$ cat config.mk
export PLATFORM = sky130hd
export DESIGN_NAME = stereo_sad_top
export DESIGN_NICKNAME = d
export VERILOG_FILES = /design/src/design/sad_geom_pkg.sv /design/src/design/sad_stream_pkg.sv /design/src/design/sad_window_if.sv /design/src/design/disparity_window_builder.sv /design/src/design/sad_lane.sv /design/src/design/cost_output_stage.sv /design/src/design/stereo_sad_top.sv
export SDC_FILE = /design/constraint.sdc
export NUM_CORES = 2
export LEC_CHECK = 0
export BUFFER_PORTS_ARGS = -buffer_cell sky130_fd_sc_hd__buf_2
export CORE_MARGIN = 8
export CORE_UTILIZATION = 33
export CTS_CLUSTER_DIAMETER = 60
export DETAILED_ROUTE_END_ITERATION = 10
export REMOVE_ABC_BUFFERS = 1
export SYNTH_ARGS = -nofsm -noshare
export SYNTH_HDL_FRONTEND = slang
export SYNTH_SLANG_ARGS = --single-unit
$ cat constraint.sdc
create_clock -name aclk -period 30.8 [get_ports aclk]
set_input_delay 4.62 -clock aclk [delete_from_list [all_inputs] [get_ports aclk]]
set_output_delay 4.62 -clock aclk [all_outputs]
set_load 0.005 [all_outputs]
$ cat src/design/sad_geom_pkg.sv
package sad_geom_pkg;

    // --------------------
    // pixel format
    // --------------------

    // bits per pixel on both camera streams
    localparam int PIXEL_W = 8;

    // one camera sample
    typedef logic [PIXEL_W-1:0] pixel_t;

    // --------------------
    // matching window
    // --------------------

    // horizontal window length in pixels
    // taps run from pixel x back to x-CNTX_SIZE+1
    localparam int CNTX_SIZE = 3;

    // --------------------
    // cost format
    // --------------------

    // one clipped SAD value
    // same width as a pixel so the output bus packs evenly
    typedef logic [PIXEL_W-1:0] cost_t;

    // saturation value
    // also marks a window that reaches before the line start
    localparam cost_t COST_MAX = cost_t'(255);

endpackage

$ cat src/design/sad_stream_pkg.sv
package sad_stream_pkg;

    // --------------------
    // beat layout
    // --------------------

    // pixels per beat on each camera
    localparam int LANES = 4;

    // input word width
    localparam int TDATA_W = LANES * sad_geom_pkg::PIXEL_W;

    // input word with two readings
    // raw is the bus as it arrives
    // pix[LANES-1] is the oldest pixel in x order, pix[0] the newest
    typedef union packed {
        logic [TDATA_W-1:0]                 raw;
        sad_geom_pkg::pixel_t [LANES-1:0]   pix;
    } sample_word_u;

    // --------------------
    // pipeline
    // --------------------

    // register stages inside each SAD lane
    // flags are delayed by the same count
    localparam int SAD_STAGES = 2;

endpackage

$ cat src/design/sad_window_if.sv
`timescale 1ns/1ps

interface sad_window_if #(
    parameter int MAX_DISP = 8
);
    // pixel history lengths
    localparam int LEFT_N  = sad_stream_pkg::LANES + sad_geom_pkg::CNTX_SIZE - 1;
    localparam int RIGHT_N = sad_stream_pkg::LANES + MAX_DISP + sad_geom_pkg::CNTX_SIZE - 2;

    // index 0 is the newest pixel in both windows
    sad_geom_pkg::pixel_t [LEFT_N-1:0]  left_win;
    sad_geom_pkg::pixel_t [RIGHT_N-1:0] right_win;

    // one bit per right pixel, set when it lies in the current line
    logic [RIGHT_N-1:0] right_ok;

    // flags of the beat now held in the windows
    logic beat_valid;
    logic beat_last;
    logic beat_user;

    // global load enable from the output stage
    logic advance;

    modport builder (
        output left_win, right_win, right_ok,
        output beat_valid, beat_last, beat_user,
        input  advance
    );

    modport lane (
        input left_win, right_win, right_ok,
        input advance
    );

    modport drain (
        input  beat_valid, beat_last, beat_user,
        output advance
    );

endinterface

$ cat src/design/disparity_window_builder.sv
`timescale 1ns/1ps

module disparity_window_builder #(
    parameter int MAX_DISP = 8
) (
    input  logic                         aclk,
    input  logic                         i_arst_n,

    // left camera
    input  sad_stream_pkg::sample_word_u i_l_tdata,
    input  logic                         i_l_tvalid,
    input  logic                         i_l_tlast,
    input  logic                         i_l_tuser,
    output logic                         o_l_tready,

    // right camera
    input  sad_stream_pkg::sample_word_u i_r_tdata,
    input  logic                         i_r_tvalid,
    input  logic                         i_r_tlast,
    input  logic                         i_r_tuser,
    output logic                         o_r_tready,

    // windows toward the lanes
    sad_window_if.builder                win
);

    localparam int LANES   = sad_stream_pkg::LANES;
    localparam int LEFT_N  = LANES + sad_geom_pkg::CNTX_SIZE - 1;
    localparam int RIGHT_N = LANES + MAX_DISP + sad_geom_pkg::CNTX_SIZE - 2;

    // beat taken from both cameras this cycle
    logic accept;

    // combined beat flags
    logic both_last;
    logic both_user;

    // next accepted beat opens a new line
    logic line_start;

    // --------------------
    // handshake
    // --------------------

    // each side waits for the other camera
    // so both streams move in lock step
    assign o_l_tready = win.advance & i_r_tvalid;
    assign o_r_tready = win.advance & i_l_tvalid;

    assign accept    = win.advance & i_l_tvalid & i_r_tvalid;
    assign both_last = i_l_tlast & i_r_tlast;
    assign both_user = i_l_tuser & i_r_tuser;

    // --------------------
    // pixel history
    // --------------------

    // new beat lands at the low end, older pixels move up
    // pix[0] is the newest so the pixel view drops straight in
    always_ff @(posedge aclk) begin
        if (accept) begin
            win.left_win[LANES-1:0]        <= i_l_tdata.pix;
            win.left_win[LEFT_N-1:LANES]   <= win.left_win[LEFT_N-LANES-1:0];
            win.right_win[LANES-1:0]       <= i_r_tdata.pix;
            win.right_win[RIGHT_N-1:LANES] <= win.right_win[RIGHT_N-LANES-1:0];
        end
    end

    // --------------------
    // line validity
    // --------------------

    // right pixels of the new beat are always in line
    // older ones are dropped at a line start
    always_ff @(posedge aclk or negedge i_arst_n) begin
        if (!i_arst_n) begin
            win.right_ok <= '0;
            line_start   <= 1'b1;
        end else if (accept) begin
            win.right_ok[LANES-1:0] <= '1;
            if (line_start) begin
                win.right_ok[RIGHT_N-1:LANES] <= '0;
            end else begin
                win.right_ok[RIGHT_N-1:LANES] <= win.right_ok[RIGHT_N-LANES-1:0];
            end
            // a beat with last closes the line
            line_start <= both_last;
        end
    end

    // --------------------
    // beat flags
    // --------------------

    // a bubble moves when advance is high without a beat
    always_ff @(posedge aclk or negedge i_arst_n) begin
        if (!i_arst_n) begin
            win.beat_valid <= 1'b0;
            win.beat_last  <= 1'b0;
            win.beat_user  <= 1'b0;
        end else if (win.advance) begin
            win.beat_valid <= accept;
            win.beat_last  <= accept & both_last;
            win.beat_user  <= accept & both_user;
        end
    end

endmodule

$ cat src/design/sad_lane.sv
`timescale 1ns/1ps

module sad_lane #(
    parameter int MAX_DISP = 8,
    parameter int LANE     = 0
) (
    input  logic                                aclk,
    input  logic                                i_arst_n,
    sad_window_if.lane                          win,
    output sad_geom_pkg::cost_t [MAX_DISP-1:0]  o_costs
);

    localparam int CNTX  = sad_geom_pkg::CNTX_SIZE;
    localparam int PW    = sad_geom_pkg::PIXEL_W;
    // room for CNTX full scale differences
    localparam int SUM_W = PW + $clog2(CNTX);

    // stage one inputs and registers
    logic [MAX_DISP-1:0][CNTX-1:0][PW-1:0] diff_d;
    logic [MAX_DISP-1:0][CNTX-1:0][PW-1:0] diff_q;
    logic [MAX_DISP-1:0]                   bad_d;
    logic [MAX_DISP-1:0]                   bad_q;

    // stage two tap sums
    logic [MAX_DISP-1:0][SUM_W-1:0]        sum_d;

    // --------------------
    // stage one
    // --------------------

    // left tap t is pixel x-t, right tap is x-d-t
    // LANE offsets x inside the beat
    always_comb begin
        for (int d = 0; d < MAX_DISP; d++) begin
            bad_d[d] = 1'b0;
            for (int t = 0; t < CNTX; t++) begin
                if (win.left_win[LANE+t] > win.right_win[LANE+d+t]) begin
                    diff_d[d][t] = win.left_win[LANE+t] - win.right_win[LANE+d+t];
                end else begin
                    diff_d[d][t] = win.right_win[LANE+d+t] - win.left_win[LANE+t];
                end
                // any right tap outside the line spoils this disparity
                bad_d[d] = bad_d[d] | ~win.right_ok[LANE+d+t];
            end
        end
    end

    always_ff @(posedge aclk) begin
        if (win.advance) begin
            diff_q <= diff_d;
        end
    end

    // nothing valid in flight after reset
    always_ff @(posedge aclk or negedge i_arst_n) begin
        if (!i_arst_n) begin
            bad_q <= '1;
        end else if (win.advance) begin
            bad_q <= bad_d;
        end
    end

    // --------------------
    // stage two
    // --------------------

    always_comb begin
        for (int d = 0; d < MAX_DISP; d++) begin
            sum_d[d] = '0;
            for (int t = 0; t < CNTX; t++) begin
                sum_d[d] = sum_d[d] + SUM_W'(diff_q[d][t]);
            end
        end
    end

    // clip, then force invalid windows to the max
    always_ff @(posedge aclk) begin
        if (win.advance) begin
            for (int d = 0; d < MAX_DISP; d++) begin
                if (bad_q[d] || (sum_d[d] > SUM_W'(sad_geom_pkg::COST_MAX))) begin
                    o_costs[d] <= sad_geom_pkg::COST_MAX;
                end else begin
                    o_costs[d] <= sum_d[d][PW-1:0];
                end
            end
        end
    end

endmodule

$ cat src/design/cost_output_stage.sv
`timescale 1ns/1ps

module cost_output_stage #(
    parameter int MAX_DISP = 8
) (
    input  logic                                   aclk,
    input  logic                                   i_arst_n,
    input  sad_geom_pkg::cost_t
           [sad_stream_pkg::LANES-1:0][MAX_DISP-1:0] i_lane_costs,
    input  logic                                   i_tready,
    sad_window_if.drain                            win,
    output logic [sad_stream_pkg::LANES*MAX_DISP*sad_geom_pkg::PIXEL_W-1:0] o_tdata,
    output logic                                   o_tvalid,
    output logic                                   o_tlast,
    output logic                                   o_tuser
);

    localparam int STAGES = sad_stream_pkg::SAD_STAGES;

    // flags travelling beside the lane pipeline
    logic [STAGES-1:0] valid_dly;
    logic [STAGES-1:0] last_dly;
    logic [STAGES-1:0] user_dly;

    // --------------------
    // stall control
    // --------------------

    // an empty output register can always take data
    assign win.advance = i_tready | ~o_tvalid;

    // --------------------
    // flag delay line
    // --------------------

    always_ff @(posedge aclk or negedge i_arst_n) begin
        if (!i_arst_n) begin
            valid_dly <= '0;
            last_dly  <= '0;
            user_dly  <= '0;
            o_tvalid  <= 1'b0;
            o_tlast   <= 1'b0;
            o_tuser   <= 1'b0;
        end else if (win.advance) begin
            valid_dly[0] <= win.beat_valid;
            last_dly[0]  <= win.beat_last;
            user_dly[0]  <= win.beat_user;
            for (int i = 1; i < STAGES; i++) begin
                valid_dly[i] <= valid_dly[i-1];
                last_dly[i]  <= last_dly[i-1];
                user_dly[i]  <= user_dly[i-1];
            end
            // flags leave with the costs of their own beat
            o_tvalid <= valid_dly[STAGES-1];
            o_tlast  <= last_dly[STAGES-1];
            o_tuser  <= user_dly[STAGES-1];
        end
    end

    // --------------------
    // output register
    // --------------------

    // lane p in slice p, disparity d as cost d inside it
    always_ff @(posedge aclk) begin
        if (win.advance) begin
            o_tdata <= i_lane_costs;
        end
    end

endmodule

$ cat src/design/stereo_sad_top.sv
`timescale 1ns/1ps

module stereo_sad_top #(
    parameter int MAX_DISP = 8
) (
    input  logic                                 aclk,
    input  logic                                 i_arst_n,

    // left camera stream
    input  logic [sad_stream_pkg::TDATA_W-1:0]   i_l_tdata,
    input  logic                                 i_l_tvalid,
    input  logic                                 i_l_tlast,
    input  logic                                 i_l_tuser,
    output logic                                 o_l_tready,

    // right camera stream
    input  logic [sad_stream_pkg::TDATA_W-1:0]   i_r_tdata,
    input  logic                                 i_r_tvalid,
    input  logic                                 i_r_tlast,
    input  logic                                 i_r_tuser,
    output logic                                 o_r_tready,

    // cost stream
    input  logic                                 i_tready,
    output logic [sad_stream_pkg::LANES*MAX_DISP*sad_geom_pkg::PIXEL_W-1:0] o_tdata,
    output logic                                 o_tvalid,
    output logic                                 o_tlast,
    output logic                                 o_tuser
);

    // incoming buses seen through the union
    sad_stream_pkg::sample_word_u l_word;
    sad_stream_pkg::sample_word_u r_word;

    // per lane cost vectors
    sad_geom_pkg::cost_t [sad_stream_pkg::LANES-1:0][MAX_DISP-1:0] lane_costs;

    assign l_word.raw = i_l_tdata;
    assign r_word.raw = i_r_tdata;

    sad_window_if #(.MAX_DISP(MAX_DISP)) win ();

    // --------------------
    // window builder
    // --------------------

    disparity_window_builder #(
        .MAX_DISP   (MAX_DISP)
    ) u_builder (
        .aclk       (aclk),
        .i_arst_n   (i_arst_n),
        .i_l_tdata  (l_word),
        .i_l_tvalid (i_l_tvalid),
        .i_l_tlast  (i_l_tlast),
        .i_l_tuser  (i_l_tuser),
        .o_l_tready (o_l_tready),
        .i_r_tdata  (r_word),
        .i_r_tvalid (i_r_tvalid),
        .i_r_tlast  (i_r_tlast),
        .i_r_tuser  (i_r_tuser),
        .o_r_tready (o_r_tready),
        .win        (win.builder)
    );

    // --------------------
    // SAD lanes
    // --------------------

    // one lane per pixel position in the beat
    for (genvar p = 0; p < sad_stream_pkg::LANES; p++) begin : g_lane
        sad_lane #(
            .MAX_DISP (MAX_DISP),
            .LANE     (p)
        ) u_lane (
            .aclk     (aclk),
            .i_arst_n (i_arst_n),
            .win      (win.lane),
            .o_costs  (lane_costs[p])
        );
    end

    // --------------------
    // output stage
    // --------------------

    cost_output_stage #(
        .MAX_DISP     (MAX_DISP)
    ) u_out (
        .aclk         (aclk),
        .i_arst_n     (i_arst_n),
        .i_lane_costs (lane_costs),
        .i_tready     (i_tready),
        .win          (win.drain),
        .o_tdata      (o_tdata),
        .o_tvalid     (o_tvalid),
        .o_tlast      (o_tlast),
        .o_tuser      (o_tuser)
    );

endmodule

**After elaboration in Yosys (flattened, before gate mapping)**

Cells that the tools add are included.

- Flip-flop bits (word level): 1106
- Input bits: 73
- Output and inout bits: 261
- Logic and storage cells: 480

- $add $sub $neg: 160
- Magnitude comparators: 80
- Muxes and demuxes: 49
- Bitwise gates (word level): 44
- Reduce and logical (&&, ||, !) cells: 32

Operators with widths:

| kind | number |
|---|---|
| $sub 8x8->8 | 96 |
| $gt 8x8->1 | 48 |
| $mux 8 | 48 |
| $add 10x8->10 | 32 |
| $gt 10x8->1 const B | 32 |
| $add 8x8->9 | 32 |
| $logic_or 1x1->1 | 32 |
| $or 1x1->1 | 23 |
| $not 1->1 | 14 |
| $mux 9 | 1 |
| $and 1x1->1 | 7 |

**Longest topological paths before layout**

- Depth after elaboration: 5
- Depth in mapped cells: 16
- Depth with buffers taken out: 16

**Hierarchy**

From an unflattened synthesis, not the netlist that was laid out.

- Cells, all modules: 10307
- Area total of the unflattened synthesis: 118466.1 um^2

Modules (own cells, without submodules):

| module | instances | cells each | area each (um^2) | sequential area each (um^2) |
|---|---|---|---|---|
| sad_lane at g_lane[3].u_lane | 1 | 2515 | 26675.6 | 7897.6 |
| sad_lane at g_lane[0].u_lane | 1 | 2450 | 26614.3 | 7897.6 |
| sad_lane at g_lane[2].u_lane | 1 | 2478 | 26182.6 | 7897.6 |
| sad_lane at g_lane[1].u_lane | 1 | 2398 | 25932.4 | 7897.6 |
| cost_output_stage | 1 | 276 | 8064.0 | 7912.6 |
| disparity_window_builder | 1 | 190 | 4997.3 | 4765.8 |

**Worst setup path before layout**

Ideal clock, no wire load.

- Path type: input port to flip-flop
- Start point: in i_tready
- End point: reg g_lane[0].u_lane.bad_q[1]
- Library setup time: 0.788 ns
- Arrival time: 29.965 ns
- Required time: 30.012 ns
- Path slack: 0.047 ns
- Stages on the path: 4
- Path buffers: 1
- Cell sequence: nor2b_1 inv_1 buf_1 a21oi_1

- Longest elaborated chain between the ends: 1

RTL lines:

| what | line | RTL |
|---|---|---|
| from (decl) | stereo_sad_top.sv:24 | `input logic i_tready,` |
| $or 1x1->1 | cost_output_stage.sv:30 | `assign win.advance = i_tready \| ~o_tvalid;` |
| to (signal assigned) | sad_lane.sv:57 | `bad_q <= '1;` |
| to (signal assigned) | sad_lane.sv:59 | `bad_q <= bad_d;` |
| to (decl) | sad_lane.sv:22 | `logic [MAX_DISP-1:0] bad_q;` |

No other way between the ends.
A chain may end at the register's enable or synchronous reset.

**Worst setup path after layout**

- Start point: in i_tready
- End point: out o_l_tready

- Longest elaborated chain between the ends: 2

RTL lines:

| what | line | RTL |
|---|---|---|
| $or 1x1->1 | cost_output_stage.sv:30 |  |
| $and 1x1->1 | disparity_window_builder.sv:47 | `assign o_l_tready = win.advance & i_r_tvalid;` |
| to (decl) | stereo_sad_top.sv:14 | `output logic o_l_tready,` |

No other way between the ends.

==> qor.yml <==
final_layout:
  finalNetCount: 9151
  fill_cells: 23700
  drive_gt1_frac: 0.0998
  design_area_um2: 91600
  seq_area_um2: 32100
  multiInputGateArea_um2: 46700
  syn2layout_area_growth_pct: 13.5
clock_network:
  hold_buffers: 0
  cts_buffers: 146
  cts_resized: 0
  path_clk_slew_ns: 0.05
  cts_tree: "done"
  cts_setup_buffers: 0
  clk_latency_ns: 0.83
  clock_path_buffers: 3
  htree_levels: 4
  cts.sinks: 1071
  cts-root-buf: "clkbuf_16"
synth:
  yosys.area.top_type_share: 0.390
  syn-cell-area_um2: 80700
  synthMostInstantiatedCell: "ha_1"
  syn_inst: 7200
  synth-edff-count: 1048
  async_flop_share: 0.0215
  synth-seq-cells: 1071
  ys_warn_count: 0
  synth_common_cells: "1,237 x ha_1, 1,048 x edfxtp_1, 490 x a21oi_1"
  yosysSeqAreaShare: 0.397
  synth_cell_types: 67
  synth_top_flop_cell: "edfxtp_1"
  syn_area_per_cell_um2: 11.2
  yosysTopAreaCell: "edfxtp_1"
  ys_top_cells_by_area: "edfxtp_1 39%, ha_1 19%, mux2i_1 4.4%"
pwr:
  ir_drop_mv: 0.0646
  p_leak_nw: 38.0
  power_mw: 10.5
  powerDensity_nw_per_um2: 115
setup_path:
  cp-end-kind: "output port"
  start_kind: "input port"
  crit_type: "input port to output port"
  required_ns: 26.18
  reg2reg_slack_ns: 26.22
  crit_arrival_ns: 5.78
  cp_max_fo: 94
global_route:
  antenna_found_initial: 28
  globalRouteOverflowTotal: 0
  grt_pass1_vias: 58600
  grt_usage: 0.206
  grt_max_degree: 161
  grt_pass1_wl_um: 395000
sta:
  fin_crit_ns: 10.40
  slew_violations: 0
  worst_pin_slew_ns: 1.27
  setup_viol: 0
  fin_skew_ns: 0.0541
  whs_ns: 0.413
  hold_viol_final: 0
  rsz0062_at_grt: "false"
  post-route-period-util: 0.338
  slew_headroom: 0.154
  fmax_ghz: 0.0962
  setup_tns_ns: 0
route:
  dr.first_iter.drc_count: 4679
  ant_nets: 0
  post_drt_wl_per_cell_um: 25.2
  via_count: 58800
  vias_per_cell: 5.34
  drc: 0
  drtPass1Iterations: 6
  drt-total-wl_um: 278000
floorplan:
  io_pins: 334
  initial_utilization: 0.332
  die_area_um2: 261000
  fp.coreArea_um2: 243000
  die_w_um: 511
  rows: 181
  die_h_um: 511
outcome:
  status: "complete, no violations"
placed_design:
  gp_congestion: 0.956
  io_buffers: 333
  dpl.hpwl_um: 207000
  placed_area_um2: 86700
min_path:
  hold_path.class: "register to register"
run:
  maxCapViolCount: 0
==> cells in the final DEF, fill, tap and decap left out, types with 11 or more instances in the layout <==
master / n
or3_1: 70
a21oi_1: 490
clkinv_1: 22
a21o_1: 212
ha_1: 1237
nand2b_1: 293
nand3b_1: 11
o311a_1: 23
dfrtp_1: 16
o21ai_0: 470
clkbuf_1: 17
nor2_1: 174
buf_4: 84
o21ai_1: 55
o21a_1: 48
diode_2: 13
nor3_1: 133
or2_2: 55
xnor2_1: 365
nand4_1: 94
and2_1: 45
buf_2: 333
edfxtp_1: 1048
o21bai_1: 52
nand2_1: 260
nand3_1: 55
inv_1: 417
a21boi_1: 30
mux2i_1: 352
a221oi_1: 90
inv_6: 18
nor2b_1: 419
o22ai_2: 42
clkbuf_16: 149
fa_1: 160
xor2_1: 251
a22oi_1: 54
==> cell families after synthesis <==
family	Yosys count	synth area share
flip-flops	1071	0.397
multiplexers	361	0.0454
buffers and inverters	509	0.0237
XOR/XNOR	616	0.0668
adder cells (fa/ha/maj)	1397	0.231
AO/OA/AOI/OAI	1620	0.125
AND/OR/NAND/NOR	1626	0.110
==> stage by stage <==
step	util	setup slack [ns]	std cells
floorplan	-	2.54	7114
global placement	0.357	20.33	10700
detailed placement	0.357	20.34	10700
CTS	0.377	20.34	11000
global route	0.377	20.27	11000
finish	0.377	20.40	11000
==> worst max-delay path, cell delays in order <==
cell and delay, ns:
buf_2 0.07, nor2b_1 0.04, buf_4 0.18, inv_8 0.46, and2_1 0.26, buf_2 0.12
==> flip-flops by register name, indices dropped and copies added, names as in the netlist, 4 cells and up <==
| signal | cells |
|---|---|
| u_builder.win.right_ok | 4 |
| g_lane.u_lane.bad_q | 6 |
| u_builder.win.right_win | 104 |
| g_lane.u_lane.o_costs | 256 |
| u_builder.win.left_win | 48 |
| g_lane.u_lane.diff_q | 384 |
| u_out.o_tdata | 256 |
==> power by group <==
part           switching [mW]  internal (mW)
logic                    3.49           2.68
clock network           0.696          0.982
registers               0.373           2.29
total                    4.56           5.95
==> worst paths after layout <==
check | startpoint | to | cells past startpoint
min in group asynchronous | i_arst_n | u_builder.win.right_ok[3]$_DFFE_PN0P_ | 1
worst min-delay path | g_lane[1].u_lane.o_costs[23]$_SDFFCE_PP1N_ | u_out.o_tdata[87]$_DFFE_PN_ | 0
max in group asynchronous | i_arst_n | u_out.o_tuser$_DFFE_PN0N_ | 1
worst min register to register | g_lane[1].u_lane.o_costs[23]$_SDFFCE_PP1N_ | u_out.o_tdata[87]$_DFFE_PN_ | 0
worst max register to register | u_builder.win.left_win[33]$_DFFE_PP_ | g_lane[3].u_lane.diff_q[85]$_DFFE_PN_ | 11
worst max-delay path | i_tready | o_l_tready | 6
==> layout make-up <==
class	instances	share of cell area
diodes	13	0.000355
well taps	3202	0.0437
repair buffers	419	0.0255
multi-input cells	5620	0.510
clock buffers	166	0.0414
clock inverters	94	0.0117
flip-flops and latches	1071	0.350
inverters	423	0.0175
==> metal layers <==
metal,track usage,wire length [µm],vias up
met1,0.278,123000,28600
met5,0,71,-
met2,0.306,117000,2347
met4,0.105,15200,12
met3,0.0499,22300,617
li1,-,-,27300
Note: power is estimated with default switching activity, not from simulation.
